===== src/core_cfg.svh =====
`ifndef CORE_CFG_SVH
`define CORE_CFG_SVH

// data and address width
`define XLEN 32

// unique tag carried by every instruction
`define INST_ID_W 64

// data RAM depth in words
`define DMEM_WORDS 256

// wait states the RAM adds to a read after reset
`define DMEM_WAIT_DEFAULT 1

`endif


===== src/core_pkg.sv =====
`include "core_cfg.svh"

package core_pkg;

    // one machine word, used for data and addresses
    typedef logic [`XLEN-1:0] word_t;

    // per-instruction tag, lets a stage tell a held instruction from a new one
    typedef logic [`INST_ID_W-1:0] inst_id_t;

    // memory operation of an instruction
    typedef enum logic [3:0] {
        MEM_X,
        MEM_LB,
        MEM_LBU,
        MEM_LH,
        MEM_LHU,
        MEM_LW,
        MEM_SB,
        MEM_SH,
        MEM_SW,
        MEM_AMOSWAP_W
    } mem_op_t;

    // memory-side control of an instruction
    typedef struct packed {
        mem_op_t mem_op;
        word_t   rs2_data;
    } mem_ctrl_t;

    // instruction record as handed from execute to memory and on to writeback
    typedef struct packed {
        word_t     reg_pc;
        word_t     inst;
        inst_id_t  inst_id;
        mem_ctrl_t ctrl;
        // effective address for loads and stores
        word_t     alu_out;
    } mem_inst_t;

endpackage


===== src/dmem_latency_regs.sv =====
`timescale 1ns/1ps
`include "core_cfg.svh"

module dmem_latency_regs
    import core_pkg::*;
(
    input  logic       clk,
    input  logic       rst_n,
    input  logic       cfg_we,
    input  logic [1:0] cfg_addr,
    input  word_t      cfg_wdata,
    output word_t      cfg_rdata,
    input  logic       load_done,
    input  logic       store_done,
    output logic [3:0] wait_states
);

    localparam logic [1:0] REG_WAIT   = 2'd0;
    localparam logic [1:0] REG_LOADS  = 2'd1;
    localparam logic [1:0] REG_STORES = 2'd2;
    localparam logic [1:0] REG_CLEAR  = 2'd3;

    word_t load_cnt;
    word_t store_cnt;
    logic  clear;

    assign clear = cfg_we && (cfg_addr == REG_CLEAR);

    always_ff @(posedge clk or negedge rst_n) begin
        if (!rst_n)
            wait_states <= 4'(`DMEM_WAIT_DEFAULT);
        else if (cfg_we && cfg_addr == REG_WAIT)
            wait_states <= cfg_wdata[3:0];
    end

    // traffic counters stop at all ones, clear wins over a count
    always_ff @(posedge clk or negedge rst_n) begin
        if (!rst_n) begin
            load_cnt  <= '0;
            store_cnt <= '0;
        end else if (clear) begin
            load_cnt  <= '0;
            store_cnt <= '0;
        end else begin
            if (load_done && load_cnt != '1)
                load_cnt <= load_cnt + 1'b1;
            if (store_done && store_cnt != '1)
                store_cnt <= store_cnt + 1'b1;
        end
    end

    always_comb begin
        case (cfg_addr)
            REG_WAIT:   cfg_rdata = word_t'(wait_states);
            REG_LOADS:  cfg_rdata = load_cnt;
            REG_STORES: cfg_rdata = store_cnt;
            default:    cfg_rdata = '0;
        endcase
    end

endmodule


===== config.mk =====
export PLATFORM = sky130hd
export DESIGN_NAME = dmem_latency_regs
export DESIGN_NICKNAME = d
export VERILOG_FILES = /design/src/core_pkg.sv /design/src/dmem_latency_regs.sv
export VERILOG_INCLUDE_DIRS = /design/src
export SDC_FILE = /design/constraint.sdc
export NUM_CORES = 1
export LEC_CHECK = 0
export ABC_AREA = 1
export BUFFER_PORTS_ARGS = -buffer_cell sky130_fd_sc_hd__buf_2
export CELL_PAD_IN_SITES_DETAIL_PLACEMENT = 1
export CELL_PAD_IN_SITES_GLOBAL_PLACEMENT = 1
export CORE_MARGIN = 4
export CORE_UTILIZATION = 44
export CTS_CLUSTER_DIAMETER = 100
export CTS_CLUSTER_SIZE = 8
export DETAILED_ROUTE_END_ITERATION = 6
export PLACE_DENSITY = 0.87
export SLEW_MARGIN = 40
export SYNTH_ARGS = -nofsm -noshare
export SYNTH_HDL_FRONTEND = slang
export SYNTH_SLANG_ARGS = --single-unit

===== constraint.sdc =====
create_clock -name clk -period 2.6 [get_ports clk]
set_clock_uncertainty 0.05 [all_clocks]
set_input_delay 0.13 -clock clk [delete_from_list [all_inputs] [get_ports clk]]
set_output_delay 0.13 -clock clk [all_outputs]
set_load 0.05 [all_outputs]

==> results.ini, run 1 <==
[outcome]
status=finished, final reports clean

[placement]
dp_cells=933
place_congestion=0.876
dpl_worst_slack_ps=494
dp_hpwl_um=12300
io_buffers=46
placed_cell_area_um2=5220

[drt]
post-route-drc-count=0
dr_total_vias=5115
antenna_left=0
firstDrtPassIters=4
avgRoutedWirePerCell_um=17.2
vias_per_cell=5.37
drt_wl_total_um=16400
drtIter0Drc=250

[synthesis]
synthDominantCellAreaShare_pct=34.4
synth_top_family_by_area=simple AND/OR/NAND/NOR gates
ys_top_cells_by_area=dfrtp_1 34%, nand2_1 24%, nor2_1 7.0%, inv_1 6.8%, xor2_1 4.9%
yosysTopAreaCell=dfrtp_1
syn-num-nets=800
yosysSeqAreaShare_pct=35.0
synth-compound-area-share_pct=6.63
synth_cell_types=33
syn_avg_cell_area_um2=6.41
synthAdderAreaFrac_pct=0.514
netlist_area_um2=4870
synthMuxAreaShare_pct=0.925
syn_inst=759
ys_warn_count=0
synth-seq-cells=68
synth-xor-area-share_pct=4.86
synth-simple-area-share_pct=42.6

[hold_path]
min_path_type=primary input to register

[worst_setup_path]
critical_path.slowest_cell=nor2_2
arrival_ps=2380
crit_fanout=17
required_ps=2850
crit_path_end_kind=register
path_class=register to register
worst-path-buf-inv=0
cp-start-kind=register
worstPathCellList=ha_1, nand2_1, nor2_2, nand2_2, nor2_4, nand2_1, nand2_2, nor2_2, nand3_1, nand2_1
crit_family=simple AND/OR/NAND/NOR gates
max_stage_delay_ps=620
ff2ff_setup_slack_ps=480
crit_top_cell=nand2_1

[power_and_ir_drop]
irDropWorstVdd_mv=0.248
p_int_mw=1.57
swShare_pct=34.2
cellPowerDensity_nw_per_um2=441
clock_power_share_pct=32.0
p_total_mw=2.39
p_sw_mw=0.818
power_leakage_nw=2.62
seq_power_share_pct=49.8
comb_power_share_pct=18.1

[global_routing]
gr-total-overflow=0
groute.usage.overall_pct=27.1
grt_pass1_vias=5588
antenna_found_initial=0
grt_pass1_wl_um=27600
grt_start_max_net_pins=40

[cts]
htreeDepth=3
cts.path.max_buffers=2
cts_sinks=68
insertion_delay_ps=370
ctsHoldBuffers=5
cts-resized-gates=0
path_clk_slew_ps=80
cts_tree=yes
cts_setup_buffers=0
cts_root_buf=clkbuf_8
cts_buffers=9

[finish]
areaGrowthSynthToFinish_pct=11.4
n_fill_cell=1514
nNetsFinal=850
drive_gt1_share_pct=12.1
fin_util_pct=50.0
instances_no_fill=953
diodes=0
stdcell_area_um2=5420

[timing]
hold_slack_ps=81.1
timing.final.crit_period_ps=2120
setup_violations=0
rsz0062_at_grt=false
layout_setup_ws_ps=476
slew_viol_final=0
fin_tns_setup_ps=0
max_slew_margin_pct=46.6
fmax_mhz=471
worstMarginPinSlew_ps=800
post-route-period-util_pct=81.7
final_hold_viol_count=0

[die]
coreArea_um2=10800
io_pins=75
die-height_um=113
num_rows=38
start_util_pct=44.9
dieWidth_um=113
die_area_um2=12800

[job]
drv_cap=0

==> final cells by class <==
class,instances,area (µm²),area share [%]
multi-input combinational,581,2710,49.9
timing repair buffer,57,340,6.28
tap,140,175,3.23
clock buffer,12,135,2.49
sequential,68,1700,31.4
clock inverter,3,15.0,0.277
inverter,92,347,6.39
==> cell usage after synthesis, drive strengths merged <==
cell	n
xor2	27
inv	91
buf	10
nand4	16
dfrtp	67
clkbuf	8
nand2	316
dfstp	1
nand3b	1
o22ai	21
or2	1
mux2	4
nor3	5
nand3	48
ha	2
o21ai	27
and2	2
o21bai	1
o221ai	4
a21oi	2
clkinv	1
nor2	104
==> cells in the final DEF (no fill, tap or decap), types with 3 or more instances in the layout <==
master         count
nand2_1          307
nor2_1            91
inv_1             88
dfrtp_1           67
nand3_1           47
buf_2             45
xor2_1            27
o22ai_1           21
o21ai_0           21
nand4_1           16
clkbuf_8           9
nand2_2            7
nor2_2             7
o21ai_1            6
buf_4              6
nor2_4             5
nor3_1             5
dlygate4sd3_1      5
o221ai_1           4
clkinv_2           4
mux2_2             4
inv_2              3
clkbuf_1           3
==> state kept, by name, indices dropped and copies added (netlist names) <==
name         flops
load_cnt        32
store_cnt       32
wait_states      4
==> layer usage <==
metal | vias to the layer above | GRT usage (%) | wire [µm]
li1 | 2467 | - | -
met5 | - | 0 | 0
met1 | 2521 | 33.0 | 6970
met3 | 39 | 3.37 | 484
met4 | 0 | 12.8 | 559
met2 | 88 | 47.3 | 8360
==> cells by family (layout without fill, tap and decap cells) <==
logic type	Yosys count	in the layout
muxes	4	4
xor gates and xnor gates	27	27
buffers and inverters	110	164
AOI/OAI and AO/OA	55	55
DFF	68	68
and+or+nand+nor	493	493
adders and majority gates	2	2
==> power groups by stage <==
| stage | logic, mW | clock network, mW | registers (mW) |
|---|---|---|---|
| 2_1_floorplan | 0.263 | 0 | 1.23 |
| 3_3_place_gp | 0.403 | 0 | 1.20 |
| 3_5_place_dp | 0.425 | 0 | 1.21 |
| 4_1_cts | 0.431 | 0.786 | 1.19 |
| 5_1_grt | 0.477 | 0.809 | 1.20 |
| 6_report | 0.433 | 0.765 | 1.19 |
==> worst paths after layout <==
path | startpoint | end | cells after the start
setup / recovery | store_cnt[1]$_DFFE_PN0P_ | store_cnt[29]$_DFFE_PN0P_ | 10
hold / removal | store_done | store_cnt[9]$_DFFE_PN0P_ | 5
setup reg to reg | store_cnt[1]$_DFFE_PN0P_ | store_cnt[29]$_DFFE_PN0P_ | 10
hold reg to reg | load_cnt[3]$_DFFE_PN0P_ | load_cnt[3]$_DFFE_PN0P_ | 2
max in group asynchronous | rst_n | store_cnt[31]$_DFFE_PN0P_ | 3
min in group asynchronous | rst_n | store_cnt[3]$_DFFE_PN0P_ | 2
==> worst min-delay path, delay by kind of cell <==
family,cells,cell delay [ps]
simple gates,2,120
buf+inv,2,160
compound gates,1,50
(Power assumes the default switching activity.)
==> inputs of run 2 (changes only) <==
- CORE_UTILIZATION: 44 -> 36
- PLACE_DENSITY: 0.87 -> 0.76
- clock period: 2.6 -> 1.8 ns (I/O delays scaled with it)
==> run 2 against run 1 <==
Net effect:
- count of clock-buffer cells in the layout up 3
- register-to-register slack worse by 410 ps
- flip-flop and latch count unchanged
- non-clock buffer count up 68
- hold slack worse by 5.8 ps
==> results.ini, run 2 (synthesis results as in run 1) <==
[cts]
cts.path.max_buffers=2
cts_buffers=9
htreeDepth=3
insertion_delay_ps=350
cts_tree=yes
path_clk_slew_ps=60
cts_root_buf=clkbuf_16
cts_sinks=68

[finish]
layout_commonest_cell=nand2_1
n_fill_cell=1764
final_cell_mix=289 x nand2_1, 88 x inv_1, 81 x nor2_1
diodes=0
areaGrowthSynthToFinish_pct=31.0
multi_input_area_um2=2840
reg_top3=load_cnt: 32 flops, store_cnt: 32 flops, wait_states: 4 flops
nNetsFinal=918
drive_gt1_share_pct=23.1
register_area_um2=1710

[power_and_ir_drop]
cellPowerDensity_nw_per_um2=674
swShare_pct=31.4
irDropWorstVdd_mv=0.399
p_sw_mw=1.35
seq_power_share_pct=39.7
power_leakage_nw=3.10
clock_power_share_pct=41.3
p_int_mw=2.95
p_total_mw=4.30
comb_power_share_pct=19.0

[die]
start_util_pct=36.8
die_area_um2=15400
dieWidth_um=124
coreArea_um2=13200
num_rows=42
die-height_um=124
io_pins=75

[worst_setup_path]
worst-path-buf-inv=1
crit_fanout=8
ff2ff_path_depth=11
crit_path_end_kind=register
worstPathCellList=ha_2, nand2_4, nor2_4, nand2_4, nor2_8, nand3_2, nand2_2, nor2_4, buf_8, nand2_1, nand2_1
max_stage_delay_ps=360
critical_path.slowest_cell=dfrtp_1
arrival_ps=1920
path_class=register to register
crit_family=simple AND/OR/NAND/NOR gates
r2r-end=load_cnt[0]$_DFFE_PN0P_
r2r_start=load_cnt[0]$_DFFE_PN0P_
cp-start-kind=register
ff2ff_setup_slack_ps=70
required_ps=1990

[timing]
layout_setup_ws_ps=69.8
worstMarginPinSlew_ps=447
setup_violations=0
max_slew_margin_pct=70.1
fmax_mhz=578
timing.final.crit_period_ps=1730
final_hold_viol_count=0
rsz0062_at_grt=true
slew_viol_final=0
post-route-period-util_pct=96.1

[global_routing]
grt_start_max_net_pins=69
groute.usage.overall_pct=23.4
gr-total-overflow=0
antenna_found_initial=0
grt_pass1_vias=5693
grt_pass1_wl_um=29300

[drt]
firstDrtPassIters=5
drt_wl_total_um=18400
antenna_left=0
dr_total_vias=5430
vias_per_cell=5.13
post-route-drc-count=0
avgRoutedWirePerCell_um=17.4
drtIter0Drc=346

[hold_path]
min_path_type=primary input to register
hold_depth=4
hp-start=load_done
min_to=load_cnt[17]$_DFFE_PN0P_

[placement]
dp_hpwl_um=13700
place_congestion=0.835
io_buffers=46
dpl_worst_slack_ps=-275

[job]
drv_cap=0

[outcome]
status=finished, final reports clean

## run 2: cell types whose count changed in the layout (fill, tap and decap cells not counted), sizes merged
| cell | before | now |
|---|---|---|
| buf | 52 | 118 |
| clkinv | 4 | 2 |
| clkbuf | 12 | 17 |
## run 2: area by class of cell
| class | count | area share, % |
|---|---|---|
| clock inverters | 1 | 0.0784 |
| inverters | 92 | 5.61 |
| clock buffers | 15 | 4.35 |
| repair buffers | 125 | 15.2 |
| well taps | 176 | 3.45 |
| multi-input cells | 581 | 44.5 |
| flip-flops and latches | 68 | 26.8 |
## run 2: layer usage
layer | GRT usage, % | wire length [µm] | vias up
met2 | 42.9 | 9720 | 108
li1 | - | - | 2604
met1 | 28.5 | 7730 | 2687
met5 | 0 | 0 | -
met3 | 2.57 | 502 | 31
met4 | 7.74 | 429 | 0
## run 2: what timing repair did
item / in CTS / in global routing
setup buffers: 3 / 7
endpoints found under the hold margin: 71 / 0
setup endpoints to repair: 52 / 63
hold buffers: 5 / 0
cloned: 0 / 2
pin swaps: 1 / 18
gates resized for setup: 7 / 55
## run 2: power by group through the flow
stage	registers, mW	logic [mW]	clock network (mW)
after floorplan	1.78	0.380	0
after global placement	1.72	0.696	0
after detailed placement	1.72	0.722	0
after CTS	1.70	0.743	1.79
after global routing	1.72	0.881	1.87
final	1.71	0.815	1.78
## run 2: worst max-delay path by stage
stage                             startpoint                         to  slack, ps  cells past startpoint
floorplan                        cfg_addr[0]              cfg_rdata[10]       -150                      5
global placement    store_cnt[0]$_DFFE_PN0P_  store_cnt[29]$_DFFE_PN0P_       -150                     10
detailed placement  store_cnt[0]$_DFFE_PN0P_  store_cnt[30]$_DFFE_PN0P_       -270                     10
CTS                 store_cnt[0]$_DFFE_PN0P_  store_cnt[30]$_DFFE_PN0P_        -20                     10
global route         load_cnt[5]$_DFFE_PN0P_    load_cnt[0]$_DFFE_PN0P_        -40                     10
finish               load_cnt[0]$_DFFE_PN0P_    load_cnt[0]$_DFFE_PN0P_         70                     11
## run 2: metrics by stage
step / hold WS (ps) / TNS, ps / instances / utilization [%] / cell area [µm²]
final: 75.3 / 0 / 1058 / 48.2 / 6380
after global routing: 114 / -648 / 1058 / 48.2 / 6380
after CTS: 77.4 / -24.0 / 1049 / 46.1 / 6100
after detailed placement: 108 / -5400 / 1025 / 43.2 / 5720
after global placement: 106 / -2330 / 1025 / 43.2 / 5720
after floorplan: -256 / -1030 / 759 / - / 4870
## run 2: worst min-delay path, cell delays in order
cell,delay [ps]
buf_2,120
nand2_2,80
nand3_1,60
o21ai_0,70
