==> src/core_cfg.svh <==
`ifndef CORE_CFG_SVH
`define CORE_CFG_SVH

// data and address width
`define XLEN 32

// unique tag carried by every instruction
`define INST_ID_W 64

// data RAM depth in words
`define DMEM_WORDS 256

// wait states the RAM adds to a read after reset
`define DMEM_WAIT_DEFAULT 1

`endif

==> src/core_pkg.sv <==
`include "core_cfg.svh"

package core_pkg;

    // one machine word, used for data and addresses
    typedef logic [`XLEN-1:0] word_t;

    // per-instruction tag, lets a stage tell a held instruction from a new one
    typedef logic [`INST_ID_W-1:0] inst_id_t;

    // memory operation of an instruction
    typedef enum logic [3:0] {
        MEM_X,
        MEM_LB,
        MEM_LBU,
        MEM_LH,
        MEM_LHU,
        MEM_LW,
        MEM_SB,
        MEM_SH,
        MEM_SW,
        MEM_AMOSWAP_W
    } mem_op_t;

    // memory-side control of an instruction
    typedef struct packed {
        mem_op_t mem_op;
        word_t   rs2_data;
    } mem_ctrl_t;

    // instruction record as handed from execute to memory and on to writeback
    typedef struct packed {
        word_t     reg_pc;
        word_t     inst;
        inst_id_t  inst_id;
        mem_ctrl_t ctrl;
        // effective address for loads and stores
        word_t     alu_out;
    } mem_inst_t;

endpackage

==> src/dmem_pkg.sv <==
`include "core_cfg.svh"

package dmem_pkg;

    // word index into the data RAM
    typedef logic [$clog2(`DMEM_WORDS)-1:0] dmem_index_t;

    // request from the memory stage, transfers when valid and ready are both high
    typedef struct packed {
        logic            valid;
        logic            wen;
        core_pkg::word_t addr;
        core_pkg::word_t wdata;
        // one bit per data bit
        core_pkg::word_t wmask;
    } dmem_req_t;

    // ready for the request side, valid is a one-cycle read-data pulse
    typedef struct packed {
        logic            ready;
        logic            valid;
        core_pkg::word_t rdata;
    } dmem_resp_t;

endpackage

==> src/memory_stage.sv <==
`timescale 1ns/1ps

module memory_stage
    import core_pkg::*;
    import dmem_pkg::*;
(
    input  logic       clk,
    input  logic       rst_n,
    input  logic       mem_valid,
    input  mem_inst_t  mem_in,
    input  logic       pipeline_flush,
    output dmem_req_t  dreq,
    input  dmem_resp_t dresp,
    output logic       mem_wb_valid,
    output mem_inst_t  wb_out,
    output word_t      mem_wb_rdata,
    output logic       memory_unit_stall
);

    typedef enum logic [1:0] {
        ST_IDLE,
        ST_WAIT_READY,
        ST_WAIT_RDATA
    } stage_state_t;

    stage_state_t state;
    mem_op_t      cur_op;
    mem_op_t      op;
    inst_id_t     seen_id;
    logic         seen_valid;
    logic         new_inst;
    logic         is_store;
    logic         drop_rsp;
    logic [1:0]   byte_off;
    word_t        rdata_q;

    assign byte_off = mem_in.alu_out[1:0];

    // an id other than the last one seen marks a fresh instruction
    assign new_inst = mem_valid && (!seen_valid || seen_id != mem_in.inst_id);

    // the latched op takes over after the first cycle so a swap can become its store
    always_comb begin
        if (!mem_valid)
            op = MEM_X;
        else if (new_inst)
            op = mem_in.ctrl.mem_op;
        else
            op = cur_op;
    end

    assign is_store = (op == MEM_SB) || (op == MEM_SH) || (op == MEM_SW);

    // request with store data moved into its byte lanes
    always_comb begin
        dreq.valid = mem_valid && !pipeline_flush && (state == ST_WAIT_READY);
        dreq.wen   = is_store;
        dreq.addr  = mem_in.alu_out;
        case (op)
            MEM_SB: begin
                dreq.wmask = word_t'('hff) << {byte_off, 3'b000};
                dreq.wdata = mem_in.ctrl.rs2_data << {byte_off, 3'b000};
            end
            MEM_SH: begin
                dreq.wmask = word_t'('hffff) << {byte_off[1], 4'b0000};
                dreq.wdata = mem_in.ctrl.rs2_data << {byte_off[1], 4'b0000};
            end
            default: begin
                dreq.wmask = '1;
                dreq.wdata = mem_in.ctrl.rs2_data;
            end
        endcase
    end

    // pick the addressed byte or half and extend it
    function automatic word_t load_extend(
        input mem_op_t    ld_op,
        input logic [1:0] off,
        input word_t      raw
    );
        word_t byte_lane;
        word_t half_lane;
        byte_lane = raw >> {off, 3'b000};
        half_lane = raw >> {off[1], 4'b0000};
        case (ld_op)
            MEM_LB:  load_extend = {{($bits(word_t) - 8){byte_lane[7]}}, byte_lane[7:0]};
            MEM_LBU: load_extend = {{($bits(word_t) - 8){1'b0}}, byte_lane[7:0]};
            MEM_LH:  load_extend = {{($bits(word_t) - 16){half_lane[15]}}, half_lane[15:0]};
            MEM_LHU: load_extend = {{($bits(word_t) - 16){1'b0}}, half_lane[15:0]};
            // LW and the old word of a swap
            default: load_extend = raw;
        endcase
    endfunction

    assign memory_unit_stall = mem_valid && (state != ST_IDLE || op != MEM_X);

    assign mem_wb_valid = mem_valid && !memory_unit_stall && !pipeline_flush;
    assign wb_out       = mem_in;
    assign mem_wb_rdata = load_extend(mem_in.ctrl.mem_op, byte_off, rdata_q);

    always_ff @(posedge clk or negedge rst_n) begin
        if (!rst_n) begin
            state      <= ST_IDLE;
            cur_op     <= MEM_X;
            seen_valid <= 1'b0;
        end else if (pipeline_flush || !mem_valid) begin
            // a flushed instruction that stays on the input starts over
            state      <= ST_IDLE;
            cur_op     <= MEM_X;
            seen_valid <= 1'b0;
        end else begin
            seen_valid <= 1'b1;
            case (state)
                ST_IDLE: begin
                    cur_op <= op;
                    if (op != MEM_X)
                        state <= ST_WAIT_READY;
                end
                ST_WAIT_READY: begin
                    if (dresp.ready) begin
                        if (is_store) begin
                            state  <= ST_IDLE;
                            cur_op <= MEM_X;
                        end else begin
                            state <= ST_WAIT_RDATA;
                        end
                    end
                end
                ST_WAIT_RDATA: begin
                    if (dresp.valid) begin
                        if (cur_op == MEM_AMOSWAP_W) begin
                            // second half of the swap writes rs2_data back
                            state  <= ST_WAIT_READY;
                            cur_op <= MEM_SW;
                        end else begin
                            state  <= ST_IDLE;
                            cur_op <= MEM_X;
                        end
                    end
                end
                default: begin
                    state  <= ST_IDLE;
                    cur_op <= MEM_X;
                end
            endcase
        end
    end

    // read left behind by a flush that the RAM still answers
    always_ff @(posedge clk or negedge rst_n) begin
        if (!rst_n)
            drop_rsp <= 1'b0;
        else if (dresp.valid)
            drop_rsp <= 1'b0;
        else if ((pipeline_flush || !mem_valid) && state == ST_WAIT_RDATA)
            drop_rsp <= 1'b1;
    end

    always_ff @(posedge clk) begin
        if (mem_valid)
            seen_id <= mem_in.inst_id;
        if (state == ST_WAIT_RDATA && dresp.valid)
            rdata_q <= dresp.rdata;
    end

    // a request not yet taken keeps its payload unless it is withdrawn
    a_req_stable: assert property (@(posedge clk) disable iff (!rst_n)
        dreq.valid && !dresp.ready |=> pipeline_flush || !mem_valid || $stable(dreq))
        else $error("memory_stage: dreq changed before transfer");

    // responses only arrive for a read this stage is waiting on or has dropped
    a_no_rsp_idle: assert property (@(posedge clk) disable iff (!rst_n)
        state == ST_IDLE && !drop_rsp |-> !dresp.valid)
        else $error("memory_stage: dresp.valid in idle");

endmodule

==> config.mk <==
export PLATFORM = sky130hd
export DESIGN_NAME = memory_stage
export DESIGN_NICKNAME = d
export VERILOG_FILES = /design/src/core_pkg.sv /design/src/dmem_pkg.sv /design/src/memory_stage.sv
export VERILOG_INCLUDE_DIRS = /design/src
export SDC_FILE = /design/constraint.sdc
export NUM_CORES = 1
export LEC_CHECK = 0
export BUFFER_PORTS_ARGS = -buffer_cell sky130_fd_sc_hd__buf_2
export CAP_MARGIN = 20
export CORE_AREA = 5 5 215 217
export CTS_CLUSTER_SIZE = 12
export DETAILED_ROUTE_END_ITERATION = 10
export DIE_AREA = 0 0 220 222
export GPL_TIMING_DRIVEN = 0
export REMOVE_ABC_BUFFERS = 1
export SLEW_MARGIN = 5
export SYNTH_ARGS = -nofsm -noshare
export SYNTH_HDL_FRONTEND = slang
export SYNTH_SLANG_ARGS = --single-unit
==> constraint.sdc <==
create_clock -name clk -period 3.5 [get_ports clk]
set_clock_uncertainty 0.15 [all_clocks]
set_input_delay 0.175 -clock clk [delete_from_list [all_inputs] [get_ports clk]]
set_output_delay 0.175 -clock clk [all_outputs]
set_load 0.005 [all_outputs]
==> impl_metrics.json, run 1 <==
{
  "clk_latency_ns": 0.38,
  "synth_top_area_share": 0.381,
  "synthSimpleGateAreaFrac": 0.0902,
  "grt_pass1_wl_um": 56500,
  "period_share": 1.10,
  "yosys.area_share.adder": 0.00132,
  "fin_setup_tns_ns": -7.91,
  "place_congestion": 0.851,
  "tritoncts": "done",
  "grtUsageMet3": 0.193,
  "async_flop_share": 0.0680,
  "worstPathRequired_ns": 3.17,
  "grt_max_degree": 70,
  "synth_area_um2": 7560,
  "outcome": "complete, but fails checks",
  "crit_type": "reg2out",
  "synth_warnings": 0,
  "crit_path_start": "seen_id[13]",
  "area_growth_pct": 29.5,
  "viasPerCell": 4.16,
  "worst_r2r_endpoint": "cur_op[3]",
  "final_max_slew_viol_count": 0,
  "setup_ws_ns": -0.337,
  "clockBufferDepth": 2,
  "place_hpwl_um": 36300,
  "ys_ff_latch": 103,
  "violations": "setup timing",
  "placeableCoreArea_um2": 43900,
  "chipWidth_um": 220,
  "reg2reg_from": "seen_id[13]",
  "overflow": 0,
  "htreeDepth": 3,
  "cp_max_fo": 7,
  "pwr_density_cell_nw_per_um2": 331,
  "cp-start-kind": "flop",
  "cts_made_buffers": 9,
  "antenna_found_initial": 4,
  "cap_violations": 0,
  "p_leak_nw": 4.18,
  "synthMuxAreaShare": 0.0247,
  "synthTopCellsByArea": "edfxtp_1 (38%), buf_4 (26%), xnor2_1 (5.6%)",
  "reg2regPathDepth": 9,
  "synth-compound-area-share": 0.128,
  "synth-xor-area-share": 0.0603,
  "netlist_instances": 741,
  "fin_crit_ns": 3.84,
  "setup_violations": 48,
  "cts_sinks": 103,
  "slew-limit-headroom": 0.364,
  "avgSynthCellArea_um2": 10.2,
  "start_util": 0.172,
  "synthFlopType": "edfxtp_1",
  "hp-class": "in2async",
  "cts_root_buf": "clkbuf_16",
  "die_h_um": 222,
  "path_clk_slew_ns": 0.09,
  "die_area_um2": 48800,
  "synth_edf_count": 96,
  "ant_nets": 0,
  "fin_util": 0.223,
  "grt_pass1_vias": 6386,
  "cp-end-kind": "output port",
  "ys_seq_area_frac": 0.405,
  "drt_pass1_iterations": 9,
  "finalWirelength_um": 44100,
  "drive_gt1_frac": 0.446,
  "hold_violations": 0,
  "yosys.area.top_type": "edfxtp_1",
  "drc": 0,
  "ys_types": 59,
  "vdd_drop_max_v": 0.000188,
  "setup.worst_path.end": "dreq[59]",
  "synth_top_family_by_area": "buffers and inverters",
  "ios": 562,
  "grtUsageMet1": 0.164,
  "port_buffers": 343,
  "rsz0062_at_grt": "true",
  "rows": 77,
  "rrSetupSlack_ns": 0.61,
  "gr-usage-all-layers": 0.169,
  "worstPathArrival_ns": 3.51,
  "gr-max-usage-layer": "met2",
  "fmax_mhz": 261,
  "drtIter0Drc": 542,
  "wl_per_cell_um": 28.5,
  "vias": 6444,
  "final_cell_mix": "buf_2 (340), dlygate4sd3_1 (100), edfxtp_1 (96)",
  "hold_slack_ns": 0.0463,
  "final_common_cell": "buf_2",
  "grt_use_met2": 0.236,
  "worst_pin_slew_ns": 0.946,
  "nets": 1182
}
-- cells in the mapped netlist, types with 4 or more instances --
cell and count:
clkbuf_1 14, nand2_1 21, xor2_1 4, o21ai_0 15
o22ai_1 11, xnor2_1 48, nor2_1 26, nor2b_1 6
a222oi_1 8, dfrtp_1 7, and2_1 10, nand2b_1 9
nor3b_1 4, a22oi_1 8, inv_1 39, a221o_1 7
edfxtp_1 96, nor3_1 4, a211o_1 6, nor4_1 6
buf_4 258, mux2i_1 13, buf_6 4, nand4_1 20
a22o_1 9, o311ai_0 8, a21o_1 26, a21oi_1 13
-- cells by family (layout without fill, tap and decap cells) --
logic type	Yosys count	after routing
flops	103	103
mux	17	17
other cells	0	4
compound gates	127	130
xor+xnor	52	52
fa+ha+maj	1	1
buf+inv	318	527
simple gates	123	123
-- power breakdown --
part | leakage (nW) | internal [W] | total (W) | switching [W]
clock network | 0.155 | 0.000524 | 0.00109 | 0.000566
registers | 1.01 | 0.00142 | 0.00145 | 0.0000334
logic | 3.01 | 0.000350 | 0.000694 | 0.000344
total | 4.18 | 0.00229 | 0.00324 | 0.000944
-- worst min path at each step --
stage / startpoint / end / cells past startpoint
2_1_floorplan: rst_n / cur_op[0] / 0
3_3_place_gp: rst_n / state[0] / 1
3_5_place_dp: rst_n / state[0] / 1
4_1_cts: dresp[32] / cur_op[3] / 4
5_1_grt: rst_n / state[0] / 2
6_report: rst_n / cur_op[3] / 2
-- metrics by stage --
stage | total power (W) | cells | instance area (um^2) | setup WS, ns
6_report | 0.00324 | 1549 | 9790 | -0.337
5_1_grt | 0.00339 | 1549 | 9790 | -0.444
4_1_cts | 0.00328 | 1542 | 9660 | -0.377
3_5_place_dp | 0.00205 | 1404 | 8060 | -1.06
3_3_place_gp | 0.00203 | 1398 | 7970 | -1.62
2_1_floorplan | 0.00168 | 463 | 5510 | 0.344
-- layer usage --
metal	vias up	share of wire
met3	33	0.25
met2	593	0.41
met5	-	0.0093
met4	8	0.011
met1	3024	0.33
li1	2786	-
-- registers in the layout, indices dropped and copies added (netlist names) --
| signal | count |
|---|---|
| seen_id | 64 |
| cur_op | 4 |
| rdata_q | 32 |
| seen_valid | 1 |
| state | 2 |
-- timing repair --
action	in CTS	in global routing
endpoints found under the hold margin	108	0
resized for setup	27	24
cloned	3	0
hold buffers	100	0
buffers inserted	19	3
pin swaps	14	17
setup endpoints to repair	68	65
-- area by class of cell --
cell class                 count  area, um^2
sequential                   103        3060
timing repair buffer         471        3010
tap                          592         741
fill                        4752       34100
multi-input combinational    323        2510
clock buffer                   9         225
clock inverter                 7        91.3
inverter                      40         150
antenna                        4        10.0
-- worst max-delay path, stage by stage, from the launching register on --
cell and delay (ns):
edfxtp_1 0.41, nor2b_4 0.15, a2111o_1 0.39, nor4_2 0.30, nand4_2 0.27, or2_4 0.33, a211o_4 0.39, a21o_4 0.26
a222oi_1 0.43, buf_2 0.21
Note: power is estimated with default switching activity, not from simulation.
==> run 2, diff against run 1 <==
clock period = 3.7 ns   (was 3.5 ns; I/O delays follow)
==> impl_metrics.json, run 2 (synthesis results as in run 1) <==
{
  "outcome": "complete, but fails checks",
  "violations": "setup timing",
  "setup_violations": 21,
  "tritoncts": "done",
  "chipWidth_um": 220,
  "drt_pass1_iterations": 6,
  "place_congestion": 0.851,
  "hp-class": "in2async",
  "worst_pin_slew_ns": 0.946,
  "clockBufferDepth": 2,
  "p_leak_nw": 4.14,
  "area_growth_pct": 28.3,
  "ios": 562,
  "slew-limit-headroom": 0.364,
  "viasPerCell": 4.13,
  "p_total_w": 0.00305,
  "seqPwrFrac": 0.450,
  "overflow": 0,
  "cp-end-kind": "output port",
  "worstPathArrival_ns": 3.52,
  "top_regs": "seen_id: 64 flops, rdata_q: 32 flops, cur_op: 4 flops",
  "final_max_slew_viol_count": 0,
  "worstPathRequired_ns": 3.37,
  "cp_max_fo": 7,
  "max_flop_register": "seen_id",
  "path_clk_slew_ns": 0.09,
  "cts_sinks": 103,
  "place_hpwl_um": 36300,
  "start_util": 0.172,
  "finalNonFillerCells": 1548,
  "grt_max_degree": 70,
  "hold_violations": 0,
  "ant_nets": 0,
  "die_h_um": 222,
  "fmax_mhz": 259,
  "grt_pass1_wl_um": 56500,
  "htreeDepth": 3,
  "wl_per_cell_um": 28.5,
  "p_int_w": 0.00216,
  "drive_gt1_frac": 0.438,
  "place_ws_ns": -0.869,
  "grt_pass1_vias": 6365,
  "rows": 77,
  "setup_ws_ns": -0.156,
  "period_share": 1.04,
  "finalWirelength_um": 44100,
  "clockPowerShare": 0.337,
  "largest_reg_flops": 64,
  "antenna_found_initial": 4,
  "switchingPower_w": 0.000885,
  "cts_root_buf": "clkbuf_16",
  "cts_made_buffers": 9,
  "vdd_drop_max_v": 0.000176,
  "placeableCoreArea_um2": 43900,
  "dpl_cell_area_um2": 8060,
  "final_cell_mix": "buf_2 (340), dlygate4sd3_1 (100), edfxtp_1 (96)",
  "pwr_density_cell_nw_per_um2": 315,
  "drc": 0,
  "die_area_um2": 48800,
  "port_buffers": 343,
  "vias": 6390,
  "placed_cells": 1404,
  "gr-usage-all-layers": 0.169,
  "cp-start-kind": "flop",
  "final_area_um2": 9700,
  "cap_violations": 0,
  "final_common_cell": "buf_2",
  "fin_crit_ns": 3.86,
  "p_sw_frac": 0.290,
  "rsz0062_at_grt": "true",
  "drtIter0Drc": 579,
  "crit_type": "reg2out",
  "fin_util": 0.221,
  "combPwrFrac": 0.213,
  "clk_latency_ns": 0.38,
  "nets": 1181
}
## run 2: cell count changes in the layout (fill, tap and decap cells not counted), sizes merged
cell,change
buf,-2
a21o,+1
## run 2: what timing repair did
item / CTS / global route
hold endpoints to repair: 108 / 0
pin swaps: 13 / 17
hold buffers: 100 / 0
resized for setup: 25 / 9
buffers inserted: 18 / 2
gates cloned: 3 / 1
endpoints found under the setup margin: 67 / 61
## run 2: worst paths after layout
check / endpoint / from / slack [ns] / depth (start not counted)
max in group asynchronous: cur_op[1] / rst_n / 3.17 / 2
hold reg to reg: cur_op[2] / cur_op[2] / 0.44 / 2
min in group clk: cur_op[3] / dresp[32] / 0.08 / 4
setup reg to reg: state[0] / seen_id[13] / 0.77 / 10
hold / removal: state[0] / rst_n / 0.05 / 2
setup / recovery: dreq[59] / seen_id[13] / -0.16 / 9
## run 2: critical path: stages (launching register included)
cell,delay (ns)
edfxtp_1,0.42
nor2b_4,0.15
a2111o_1,0.39
nor4_2,0.31
nand4_2,0.26
or2_4,0.33
a211o_4,0.39
a21o_4,0.26
a222oi_1,0.42
buf_2,0.21
## run 2: power groups by stage
stage	Clock (W)	Combinational, W	Sequential, W
6_report	0.00103	0.000648	0.00137
5_1_grt	0.00111	0.000707	0.00138
4_1_cts	0.00108	0.000650	0.00137
3_5_place_dp	0	0.000542	0.00140
3_3_place_gp	0	0.000528	0.00140
2_1_floorplan	0	0.000199	0.00139
## run 2: final cells by class
class	count	area, um^2
antenna	4	10.0
clock buffer	9	225
clock inverter	7	91.3
fill	4758	34200
inverter	40	150
multi-input combinational	324	2440
sequential	103	3060
tap	592	741
timing repair buffer	469	2980
## run 2: through the flow
| step | TNS [ns] | hold WS [ns] |
|---|---|---|
| detailed placement | -32.80 | -0.113 |
| floorplan | 0 | -0.261 |
| global placement | -55.42 | -0.120 |
| finish | -1.34 | 0.0538 |
| global route | -8.71 | 0.0768 |
| CTS | -4.84 | 0.0395 |
## run 2: routing by layer
| layer | share of wire | wire (um) | vias to the layer above | GRT usage |
|---|---|---|---|---|
| met1 | 0.33 | 14300 | 2971 | 0.161 |
| met4 | 0.011 | 470 | 12 | 0.0290 |
| met2 | 0.41 | 17900 | 577 | 0.239 |
| met3 | 0.24 | 10700 | 46 | 0.190 |
| met5 | 0.016 | 699 | - | 0.109 |
| li1 | - | - | 2784 | - |
==> run 3, diff against run 2 <==
CORE_AREA = 2 2 219 221   (was 5 5 215 217)
DIE_AREA = 0 0 221 223   (was 0 0 220 222)
REMOVE_ABC_BUFFERS = not set   (was 1)
==> impl_metrics.json, run 3 (synthesis results as in run 1) <==
{
  "finalWirelength_um": 35100,
  "ant_nets": 0,
  "grtUsageMet1": 0.137,
  "hp-class": "in2async",
  "nets": 1586,
  "chipWidth_um": 221,
  "outcome": "complete, but fails checks",
  "grt_max_degree": 73,
  "place_ws_ns": -0.671,
  "fin_setup_tns_ns": -2.80,
  "ios": 562,
  "final_area_um2": 12600,
  "final_common_cell": "buf_2",
  "violations": "setup timing",
  "pwr_density_cell_nw_per_um2": 263,
  "die_h_um": 223,
  "drtIter0Drc": 374,
  "period_share": 1.06,
  "placed_cells": 1826,
  "grt_use_met2": 0.259,
  "largest_reg_flops": 64,
  "fillers": 5035,
  "top_regs": "seen_id: 64 flops, rdata_q: 32 flops, cur_op: 4 flops",
  "place_congestion": 0.794,
  "grt_pass1_vias": 7667,
  "gr-max-usage-layer": "met2",
  "port_buffers": 466,
  "drt_pass1_iterations": 7,
  "overflow": 0,
  "die_area_um2": 49300,
  "fmax_mhz": 255,
  "fin_crit_ns": 3.92,
  "gr-usage-all-layers": 0.134,
  "max_flop_register": "seen_id",
  "antenna_found_initial": 4,
  "area_growth_pct": 67.3,
  "grtUsageMet3": 0.0307,
  "dpl_cell_area_um2": 10700,
  "multi_input_area_um2": 2500,
  "ff_latch_area_um2": 3060,
  "p_sw_frac": 0.287,
  "cap_violations": 0,
  "htreeDepth": 3,
  "cts_made_buffers": 9,
  "clk_latency_ns": 0.38,
  "seqPwrFrac": 0.413,
  "path_clk_slew_ns": 0.08,
  "synth_nets": 975,
  "cp_max_fo": 3,
  "place_hpwl_um": 28000,
  "p_int_w": 0.00237,
  "viasPerCell": 3.87,
  "hold_violations": 0,
  "crit_path_start": "seen_id[13]",
  "final_cell_mix": "buf_2 (460), buf_4 (277), dlygate4sd3_1 (99)",
  "clockPowerShare": 0.297,
  "setup_violations": 30,
  "placeableCoreArea_um2": 47100,
  "drc": 0,
  "cp-end-kind": "output port",
  "crit_type": "reg2out",
  "worstPathArrival_ns": 3.58,
  "switchingPower_w": 0.000952,
  "final_max_slew_viol_count": 0,
  "wl_per_cell_um": 17.8,
  "tritoncts": "done",
  "start_util": 0.160,
  "finalNonFillerCells": 1973,
  "setup_ws_ns": -0.220,
  "grt_pass1_wl_um": 48400,
  "p_total_w": 0.00332,
  "cts_sinks": 103,
  "rows": 80,
  "vias": 7630,
  "reg2reg_from": "seen_id[13]",
  "cts_root_buf": "clkbuf_16",
  "worst_pin_slew_ns": 0.831,
  "clockBufferDepth": 2,
  "slew-limit-headroom": 0.446,
  "drive_gt1_frac": 0.608,
  "p_leak_nw": 6.02,
  "cp-start-kind": "flop",
  "worstPathRequired_ns": 3.37,
  "rsz0062_at_grt": "true",
  "combPwrFrac": 0.289,
  "vdd_drop_max_v": 0.000210
}
-- run 3: critical path, stage by stage, from the launching register on --
cell and delay, ns:
edfxtp_1 0.40, nor2b_4 0.14, a2111o_1 0.35, nor4_2 0.28, nand4_2 0.24, or2_4 0.30
a211o_4 0.37, buf_12 0.14, mux2i_1 0.11, a222oi_1 0.64, buf_2 0.23
-- run 3: path summary, 6_finish.rpt --
check | slack [ns] | depth (start not counted) | endpoint
max | -0.22 | 10 | dreq[56]
min reg2reg | 0.43 | 2 | cur_op[1]
min in group clk | 0.06 | 4 | cur_op[3]
min | 0.06 | 2 | state[1]
max reg2reg | 0.70 | 12 | cur_op[3]
max in group asynchronous | 3.17 | 2 | cur_op[1]
-- run 3: timing repair --
action	CTS	global route
hold buffers	99	0
pin swaps	15	17
gates cloned	0	2
resized for setup	42	43
setup buffers	20	12
endpoints found under the setup margin	67	57
endpoints found under the hold margin	105	0
-- run 3: final cells by class --
cell class              count  share of cell area
repair buffers            602               0.300
diodes                      1            0.000198
plain buffers             276               0.163
multi-input cells         320               0.198
well taps                 615              0.0609
clock inverters             7             0.00564
flip-flops and latches    103               0.242
clock buffers               9              0.0178
inverters                  40              0.0119
-- run 3: power groups by stage --
| stage | registers, W | logic, W | clock network [W] |
|---|---|---|---|
| floorplan | 0.00139 | 0.000422 | 0 |
| global placement | 0.00140 | 0.000829 | 0 |
| detailed placement | 0.00140 | 0.000843 | 0 |
| CTS | 0.00137 | 0.000954 | 0.00104 |
| global route | 0.00138 | 0.00104 | 0.00106 |
| finish | 0.00137 | 0.000960 | 0.000987 |
-- run 3: metal layers --
| metal | up-vias | wire length (um) |
|---|---|---|
| li1 | 3588 | - |
| met1 | 3603 | 12500 |
| met2 | 380 | 19000 |
| met3 | 55 | 2190 |
| met4 | 4 | 1360 |
| met5 | - | 26 |
-- run 3: through the flow --
| stage | hold slack (ns) | util |
|---|---|---|
| after global placement | -0.114 | 0.226 |
| after global routing | 0.0969 | 0.268 |
| after CTS | 0.0224 | 0.262 |
| final | 0.0565 | 0.268 |
| after floorplan | -0.261 | - |
| after detailed placement | -0.109 | 0.227 |
